### config.mk
export PLATFORM = sky130hd
export DESIGN_NAME = gpio_regs_flat
export DESIGN_NICKNAME = d
export VERILOG_FILES = /design/src/rtl/wb_subsys_pkg.sv /design/src/rtl/wb_bus_if.sv /design/src/rtl/gpio_regs.sv /design/src/flat_wrapper.sv
export SDC_FILE = /design/constraint.sdc
export NUM_CORES = 1
export LEC_CHECK = 0
export BUFFER_PORTS_ARGS = -buffer_cell sky130_fd_sc_hd__buf_2
export CORE_MARGIN = 10
export CORE_UTILIZATION = 44
export CTS_CLUSTER_SIZE = 20
export DETAILED_ROUTE_END_ITERATION = 10
export PLACE_DENSITY_LB_ADDON = 0.25
export SLEW_MARGIN = 20
export SYNTH_ARGS = -nofsm -noshare
export SYNTH_HDL_FRONTEND = slang
export SYNTH_SLANG_ARGS = --single-unit
### constraint.sdc
create_clock -name clk_i -period 2.5 [get_ports clk_i]
set_input_delay 0.125 -clock clk_i [delete_from_list [all_inputs] [get_ports clk_i]]
set_output_delay 0.125 -clock clk_i [all_outputs]
set_load 0.005 [all_outputs]
### src/rtl/wb_subsys_pkg.sv
package wb_subsys_pkg;

    // --------------------------------------------------
    // Bus widths
    // --------------------------------------------------
    localparam int ADDR_W = 16;
    localparam int DATA_W = 32;
    localparam int SEL_W  = 4;

    // Top address bits pick the slave, low bits pick a register
    localparam int REGION_W = 4;
    localparam int OFFS_W   = 2;

    typedef logic [ADDR_W-1:0]   adr_t;
    typedef logic [DATA_W-1:0]   word_t;
    typedef logic [SEL_W-1:0]    sel_t;
    typedef logic [REGION_W-1:0] region_t;
    typedef logic [OFFS_W-1:0]   off_t;

    // --------------------------------------------------
    // Address map
    // --------------------------------------------------
    localparam region_t REGION_RAM  = 4'd0;
    localparam region_t REGION_IRQ  = 4'd1;
    localparam region_t REGION_GPIO = 4'd2;

    // Interrupt controller registers
    localparam off_t IRQ_PENDING = 2'd0;
    localparam off_t IRQ_MASK    = 2'd1;
    localparam off_t IRQ_ACTIVE  = 2'd2;

    // GPIO controller registers
    localparam off_t GPIO_OUT = 2'd0;
    localparam off_t GPIO_DIR = 2'd1;
    localparam off_t GPIO_IN  = 2'd2;

    // Marks a valid index in the active-source word
    localparam int ACTIVE_VALID_BIT = 8;

endpackage

### src/rtl/wb_bus_if.sv
`timescale 1ns/1ps

interface wb_bus_if;
    import wb_subsys_pkg::*;

    // Request side
    logic  cyc;
    logic  stb;
    logic  we;
    sel_t  sel;
    adr_t  adr;
    word_t dat_w;

    // Response side
    word_t dat_r;
    logic  ack;
    logic  err;

    modport master (
        output cyc,
        output stb,
        output we,
        output sel,
        output adr,
        output dat_w,
        input  dat_r,
        input  ack,
        input  err
    );

    modport slave (
        input  cyc,
        input  stb,
        input  we,
        input  sel,
        input  adr,
        input  dat_w,
        output dat_r,
        output ack,
        output err
    );

endinterface

### src/rtl/gpio_regs.sv
`timescale 1ns/1ps

module gpio_regs #(
    parameter int WIDTH = 8
) (
    input  logic             clk_i,
    input  logic             reset_i,
    wb_bus_if.slave          bus,
    input  logic [WIDTH-1:0] pins_i,
    output logic [WIDTH-1:0] pins_o,
    output logic [WIDTH-1:0] oe_o
);
    import wb_subsys_pkg::*;

    logic [WIDTH-1:0] out_q;
    logic [WIDTH-1:0] dir_q;
    logic [WIDTH-1:0] sync1_q;
    logic [WIDTH-1:0] in_q;
    logic             ack_q;
    logic             req;
    logic             wr;
    off_t             off;
    word_t            rd_data;
    word_t            dat_q;

    assign req = bus.cyc & bus.stb & ~ack_q;
    assign wr  = req & bus.we;
    assign off = bus.adr[OFFS_W-1:0];

    // --------------------------------------------------
    // Control registers
    // --------------------------------------------------
    always_ff @(posedge clk_i) begin
        if (reset_i) begin
            out_q <= '0;
            dir_q <= '0;
            ack_q <= 1'b0;
        end else begin
            ack_q <= req;
            if (wr && off == GPIO_OUT) begin
                out_q <= bus.dat_w[WIDTH-1:0];
            end
            if (wr && off == GPIO_DIR) begin
                dir_q <= bus.dat_w[WIDTH-1:0];
            end
        end
    end

    // Two-flop input synchroniser
    always_ff @(posedge clk_i) begin
        sync1_q <= pins_i;
        in_q    <= sync1_q;
    end

    always_comb begin
        rd_data = '0;
        case (off)
            GPIO_OUT: rd_data[WIDTH-1:0] = out_q;
            GPIO_DIR: rd_data[WIDTH-1:0] = dir_q;
            GPIO_IN:  rd_data[WIDTH-1:0] = in_q;
            default:  rd_data = '0;
        endcase
    end

    always_ff @(posedge clk_i) begin
        if (req) begin
            dat_q <= rd_data;
        end
    end

    assign bus.dat_r = dat_q;
    assign bus.ack   = ack_q;
    assign bus.err   = 1'b0;
    assign pins_o    = out_q;
    assign oe_o      = dir_q;

endmodule

### src/flat_wrapper.sv
// flat-port wrapper written by rule: the top's interface ports become plain ports
module gpio_regs_flat import wb_subsys_pkg::*;
#(
    parameter int WIDTH = 8
)
  (clk_i, reset_i, pins_i, pins_o, oe_o, bus_cyc, bus_stb, bus_we, bus_sel, bus_adr, bus_dat_w, bus_dat_r, bus_ack, bus_err);
  wb_bus_if bus_i ();
  input  logic clk_i;
  input  logic reset_i;
  input  logic [WIDTH-1:0] pins_i;
  output logic [WIDTH-1:0] pins_o;
  output logic [WIDTH-1:0] oe_o;
  input wire logic [$bits(bus_i.cyc)-1:0] bus_cyc;
  input wire logic [$bits(bus_i.stb)-1:0] bus_stb;
  input wire logic [$bits(bus_i.we)-1:0] bus_we;
  input wire logic [$bits(bus_i.sel)-1:0] bus_sel;
  input wire logic [$bits(bus_i.adr)-1:0] bus_adr;
  input wire logic [$bits(bus_i.dat_w)-1:0] bus_dat_w;
  output wire logic [$bits(bus_i.dat_r)-1:0] bus_dat_r;
  output wire logic [$bits(bus_i.ack)-1:0] bus_ack;
  output wire logic [$bits(bus_i.err)-1:0] bus_err;
  assign bus_i.cyc = bus_cyc;
  assign bus_i.stb = bus_stb;
  assign bus_i.we = bus_we;
  assign bus_i.sel = bus_sel;
  assign bus_i.adr = bus_adr;
  assign bus_i.dat_w = bus_dat_w;
  assign bus_dat_r = bus_i.dat_r;
  assign bus_ack = bus_i.ack;
  assign bus_err = bus_i.err;
  gpio_regs #(.WIDTH(WIDTH)) u_core (.clk_i(clk_i), .reset_i(reset_i), .bus(bus_i), .pins_i(pins_i), .pins_o(pins_o), .oe_o(oe_o));
endmodule
==> results of run 1 <==
[critical path: stages (launching register included)]
cell and delay [ns]:
dfxtp_1 0.31, nand3b_4 0.18, inv_1 0.30, nand3_2 0.37
mux2i_1 0.26
[per-stage QoR]
step / instance area (sq um) / cells / worst slack [ns] / total power, W
floorplan: 1760 / 168 / 1.26 / 0.000797
global placement: 1820 / 233 / 1.09 / 0.000797
detailed placement: 1820 / 233 / 1.00 / 0.000801
CTS: 2010 / 249 / 0.998 / 0.00132
global route: 2010 / 249 / 0.894 / 0.00136
finish: 2010 / 249 / 1.01 / 0.00131
[per-layer routing]
metal / up-vias / GRT usage [%] / part of all wire (%)
met5: - / 0 / 0
met4: 0 / 5.71 / 1.2
met3: 5 / 5.46 / 12
met2: 44 / 20.2 / 52
met1: 481 / 9.63 / 34
li1: 533 / - / -
[registers in the layout, summed over array words and instances, names as in the netlist]
| register | cells |
|---|---|
| u_core.bus.ack | 1 |
| u_core.sync1_q | 8 |
| u_core.in_q | 8 |
| u_core.oe_o | 8 |
| u_core.pins_o | 8 |
| u_core.bus.dat_r | 8 |
[layout by cell type (no fill, tap or decap), drive strengths merged]
cell type	instances
buf	47
nand2b	24
inv	1
bufinv	1
conb	25
o21ai	8
dfxtp	33
nand3b	1
mux2i	24
clkbuf	6
dlygate4sd3	8
edfxtp	8
nor2	2
clkinv	1
nand2	9
nand3	1
and2b	1
nor3	1
[kinds of logic (layout without fill, tap and decap cells)]
kind of cell / Yosys count / in the layout
AND/OR/NAND/NOR: 39 / 39
other: 1 / 25
flip-flops: 41 / 41
AO/OA/AOI/OAI: 8 / 8
buffers and inverters: 31 / 64
multiplexers: 24 / 24
[worst max-delay path by stage]
stage / cells after the start / end / slack (ns)
detailed placement: 4 / u_core.pins_o[0] / 1.00
floorplan: 4 / u_core.pins_o[0] / 1.26
global placement: 4 / u_core.pins_o[3] / 1.09
CTS: 4 / u_core.pins_o[0] / 1.0
finish: 4 / u_core.pins_o[0] / 1.01
global route: 4 / u_core.pins_o[0] / 0.89
[area by class of cell]
class                      instances  area [sq um]
clock buffer                       6          72.6
clock inverter                     2          38.8
fill                             350          1650
inverter                           1          3.75
multi-input combinational         96           623
sequential                        41           901
tap                               48          60.1
timing repair buffer              55           315
[power breakdown]
group / switching [W] / total (W) / internal (W)
clock network: 0.000213 / 0.000512 / 0.000299
logic: 0.0000488 / 0.0000927 / 0.0000440
registers: 0.00000680 / 0.000703 / 0.000696
==> summary.md, run 1 <==
| Metric | Value |
|---|---|
| WP data required | `2.71 ns` |
| Layout cells sized above 1 | `29.4%` |
| Most area-hungry cell type in the Yosys netlist | `dfxtp_1` |
| Starting Density | `45.6%` |
| Post-synth top cells | `dfxtp_1 (33), buf_4 (25), mux2i_1 (24), nand2b_1 (24)` |
| Worst Hold End | `u_core.pins_o[3]` |
| Die W | `81.6 um` |
| Total routing usage reported by global routing | `11.0%` |
| Post-CTS resize count | `0` |
| Async SR Flop Fraction | `0%` |
| CTS Buf Count | `5` |
| Status | `finished, final reports clean` |
| Final Skew | `0.00588 ns` |
| Setup TNS Final | `0 ns` |
| FP Rows | `22` |
| DRC Markers | `0` |
| Compound-Gate Fraction of Synth Area | `2.40%` |
| Final Util | `55.0%` |
| CP arrival | `1.70 ns` |
| Final HPWL DP | `2760 um` |
| Clock buffer depth | `2` |
| Final setup viols | `0` |
| Yosys top cell area share | `39.6%` |
| Worst skew pair latency | `0.29 ns` |
| Setup bufs post-CTS | `0` |
| Seq/Total Area, Yosys | `54.0%` |
| Synth area leaders | `dfxtp_1 (40%), mux2i_1 (14%), edfxtp_1 (14%)` |
| Startpoint types | `flop` |
| Predominant post-synthesis flop cell | `dfxtp_1` |
| ANT cells | `0` |
| Post-synthesis adder-cell area fraction | `0%` |
| Final Max Slew Viols | `0` |
| DIE HEIGHT | `81.6 um` |
| Final nets | `265` |
| Routed len/inst | `14.2 um` |
| Largest net degree at the start of global routing | `26` |
| Headroom to the max-slew limit | `59.6%` |
| Clock Sinks | `41` |
| RePlAce Congestion | `0.705` |
| # IOs | `115` |
| Area growth syn-to-layout | `20.8%` |
| R2R cell count | `4` |
| Leakage power | `0.977 nW` |
| Die Footprint | `6650 sq um` |
| TritonCTS clock tree | `built` |
| Core area | `3660 sq um` |
| Mapped Cells | `144` |
| RSZ-0062 raised after global routing | `false` |
| Critical Path Fanout Max | `9` |
| Routed wire length | `3540 um` |
| Peak supply drop | `450 uV` |
| Simple-Gate Fraction of Synth Area | `14.9%` |
| Port Buffer Count | `47` |
| Post-synthesis cell type count | `18` |
| Worst min-delay path class | `in2reg` |
| Initial DRT Pass Iterations | `4` |
| Worst r2r src | `u_core.bus.ack` |
| Global-route wire length before repair | `5440 um` |
| Mapped Avg Cell Area | `11.6 sq um` |
| Largest family of logic cells by synthesized area | `simple AND/OR/NAND/NOR gates` |
| Vias in the first global route | `1,160` |
| Post-Synth XOR/XNOR Area | `0%` |
| # Max-Cap Violations | `0` |
| Root buffer cell | `clkbuf_8` |
| Hold Buf Count CTS | `8` |
| Synth Register Bits | `41` |
| Crit path time final | `1.49 ns` |
| Period utilization | `59.7%` |
| Gr ovfl total | `0` |
| Routed via count | `1,063` |
| Most frequent cell after synthesis | `dfxtp_1` |
| Hold path startpoint | `bus_dat_w[3]` |
| Pwr dens | `649 nW/um^2` |
| DR vias/cell | `4.27` |
| Final-report hold violation count | `0` |
| Mux share of post-synthesis cell area | `14.4%` |
| Tightest Pin Transition | `0.604 ns` |
| Kind of critical path | `reg2reg` |
| Hold path depth | `3` |
| Fmax achieved | `670 MHz` |
| Critical Path Start | `u_core.bus.ack` |
| Routed Antenna Nets | `0` |
| Number of DRC markers in iteration 0 | `18` |
| Htree depth | `2` |
| Synth Cell Area | `1670 sq um` |
| CP endpoint kind | `flop` |
| Antenna violations before repair | `0` |
| Reg2reg end | `u_core.pins_o[0]` |
| Number of enable flip-flop cells after synthesis | `8` |
| Ys Warns | `0` |
| Clock slew seen by the registers of the worst setup and hold paths | `0.07 ns` |
| Final Hold Slack | `0.111 ns` |
| Reg2reg setup slack | `1.01 ns` |
Power figures use the tool's default switching activity.
==> run 2, diff against run 1 <==
- CORE_UTILIZATION: 44 -> 41
- clock period: 2.5 -> 1.4 ns (I/O delays scaled with it)
==> run 2 against run 1 <==
  * Clock skew grew 0.0021 ns
  * Clock-buffer cell count stayed put
  * Sequential power up 79%
  * Final cell count up 1.6%
  * Clock power is 42% higher
  * Utilization shrank 4.6 points
  * Setup slack worse by 0.79 ns
  * Sequential share of layout area rose by 0.22 points
  * Global-route usage is 0.68 points lower
  * Critical path type unchanged
==> summary.md, run 2 (same netlist as run 1, synthesis figures left out) <==
| Metric | Value |
|---|---|
| Status | `finished, final reports clean` |
| Area growth syn-to-layout | `20.2%` |
| RSZ-0062 raised after global routing | `false` |
| Initial DRT Pass Iterations | `4 (unchanged)` |
| Sequential cell area | `901 sq um (unchanged)` |
| Core area | `3970 sq um (+8.5%)` |
| ANT cells | `0 (unchanged)` |
| DIE HEIGHT | `83.8 um (+2.7%)` |
| Antenna violations before repair | `0 (unchanged)` |
| Fmax achieved | `846 MHz (+26%)` |
| Die Footprint | `7020 sq um (+5.5%)` |
| Most frequent cells in the layout | `buf_2 (47), dfxtp_1 (33), conb_1 (25), mux2i_1 (24), nand2b_1 (24)` |
| Slowest stage delay, CP | `0.32 ns (-0.05 ns)` |
| Pwr dens | `1070 nW/um^2 (+65%)` |
| CP endpoint kind | `flop` |
| CP Cell Sequence | `nand3b_4 -> inv_1 -> nand3_2 -> mux2i_1` |
| Clock buffer depth | `2 (unchanged)` |
| Final nets | `267 (+0.75%)` |
| Starting Density | `42.0% (-3.6 points)` |
| Multi-input gate area | `623 sq um (unchanged)` |
| Clock Sinks | `41 (unchanged)` |
| Total routing usage reported by global routing | `10.3% (-0.68 points)` |
| Worst min-delay path class | `in2reg` |
| Port Buffer Count | `47 (unchanged)` |
| Layout cells sized above 1 | `29.6% (+0.20 points)` |
| Peak supply drop | `526 uV (+17%)` |
| TritonCTS clock tree | `built` |
| Worst skew pair latency | `0.29 ns (about the same)` |
| Routed len/inst | `14.2 um (about the same)` |
| DR vias/cell | `4.23 (-0.84%)` |
| Final setup margin | `0.218 ns (-0.789 ns)` |
| Crit path max-delay family | `simple AND/OR/NAND/NOR gates` |
| Final setup viols | `0 (unchanged)` |
| Startpoint types | `flop` |
| Largest net degree at the start of global routing | `26 (unchanged)` |
| Final Max Slew Viols | `0 (unchanged)` |
| Commonest non-fill, non-tap cell in the layout | `buf_2` |
| Overall power | `0.00215 W (+64%)` |
| Htree depth | `2 (unchanged)` |
| Critical Path Fanout Max | `8 (-1)` |
| Final Hold Slack | `0.0626 ns (-0.0486 ns)` |
| Setup TNS Final | `0 ns (unchanged)` |
| FP Rows | `23 (+4.5%)` |
| Final Skew | `0.00803 ns (+0.00214 ns)` |
| CTS Buf Count | `5 (unchanged)` |
| Period utilization | `84.4% (+25 points)` |
| # fillers | `385 (+10%)` |
| Kind of critical path | `reg2reg` |
| Root buffer cell | `clkbuf_8` |
| Routed via count | `1,071 (+0.75%)` |
| Die W | `83.8 um (+2.7%)` |
| Final-report hold violation count | `0 (unchanged)` |
| # Max-Cap Violations | `0 (unchanged)` |
| Post-CTS resize count | `0 (unchanged)` |
| Slowest-stage cell, CP | `dfxtp_1` |
| CP arrival | `1.35 ns (-0.35 ns)` |
| Gr ovfl total | `0 (unchanged)` |
| Setup WS pre-CTS | `0.208 ns (-0.793 ns)` |
| DRC Markers | `0 (unchanged)` |
| RePlAce Congestion | `0.744 (+5.5%)` |
| Crit path time final | `1.18 ns (-0.311 ns)` |
| WP data required | `1.57 ns (-1.14 ns)` |
| CP bufs+invs | `1 (unchanged)` |
| # IOs | `115 (unchanged)` |
| Global-route wire length before repair | `5780 um (+6.2%)` |
| Leakage power | `0.971 nW (-0.61%)` |
| Final HPWL DP | `2850 um (+3.2%)` |
| Number of DRC markers in iteration 0 | `41 (+23)` |
| Vias in the first global route | `1,177 (+1.5%)` |
| Clock slew seen by the registers of the worst setup and hold paths | `0.08 ns (about the same)` |
| Routed Antenna Nets | `0 (unchanged)` |
| Routed wire length | `3600 um (+1.7%)` |
==> run 2: changes by cell type in the layout (fill, tap and decap cells not counted) <==
cell / previous run / this run
clkinv_1: 0 / 1
clkinvlp_4: 0 / 1
buf_4: 0 / 2
clkinv_4: 1 / 0
bufinv_16: 1 / 0
==> run 2: per-layer routing <==
layer / up-vias / track usage [%] / wire length [um]
met5: - / 0 / 0
met1: 487 / 9.68 / 1420
met4: 0 / 5.02 / 68
met2: 38 / 18.8 / 1870
li1: 539 / - / -
met3: 7 / 4.20 / 238
==> run 2: metrics by stage <==
stage | util (%) | std cells | instance area, sq um
finish | 50.5 | 253 | 2000
global route | 50.5 | 253 | 2000
CTS | 50.5 | 253 | 2000
detailed placement | 46.3 | 237 | 1840
global placement | 46.3 | 237 | 1840
floorplan | - | 168 | 1760
==> run 2: power by group <==
group / leakage (nW) / switching, W / total (W) / internal (W)
clock: 0.0388 / 0.000380 / 0.000725 / 0.000345
sequential: 0.353 / 0.0000126 / 0.00126 / 0.00124
combinational: 0.580 / 0.0000869 / 0.000168 / 0.0000809
total: 0.971 / 0.000480 / 0.00215 / 0.00167
==> run 2: path summary, 6_finish.rpt <==
| kind | start | cells after the start | slack, ns | end |
|---|---|---|---|---|
| max | u_core.bus.ack | 4 | 0.22 | u_core.pins_o[3] |
| min | bus_stb | 3 | 0.06 | u_core.bus.ack |
| max reg2reg | u_core.bus.ack | 4 | 0.22 | u_core.pins_o[3] |
| min reg2reg | u_core.sync1_q[3] | 0 | 0.33 | u_core.in_q[3] |
==> run 2: final cells by class <==
cell class	instances	share of cell area, %
Sequential cell	41	44.9
Timing Repair Buffer	57	16.5
Tap cell	50	3.12
Clock buffer	6	3.62
Multi-Input combinational cell	96	31.1
Inverter	1	0.187
Clock inverter	2	0.562
==> run 2: worst reg2reg max path: stages, from the launching register on <==
cell      delay, ns
dfxtp_1        0.32
nand3b_4       0.17
inv_1          0.09
nand3_2        0.27
mux2i_1        0.21
==> run 2: timing repair <==
action,4_1_cts,5_1_grt
hold buffers,8,0
buffers inserted,0,0
hold endpoints to repair,8,0
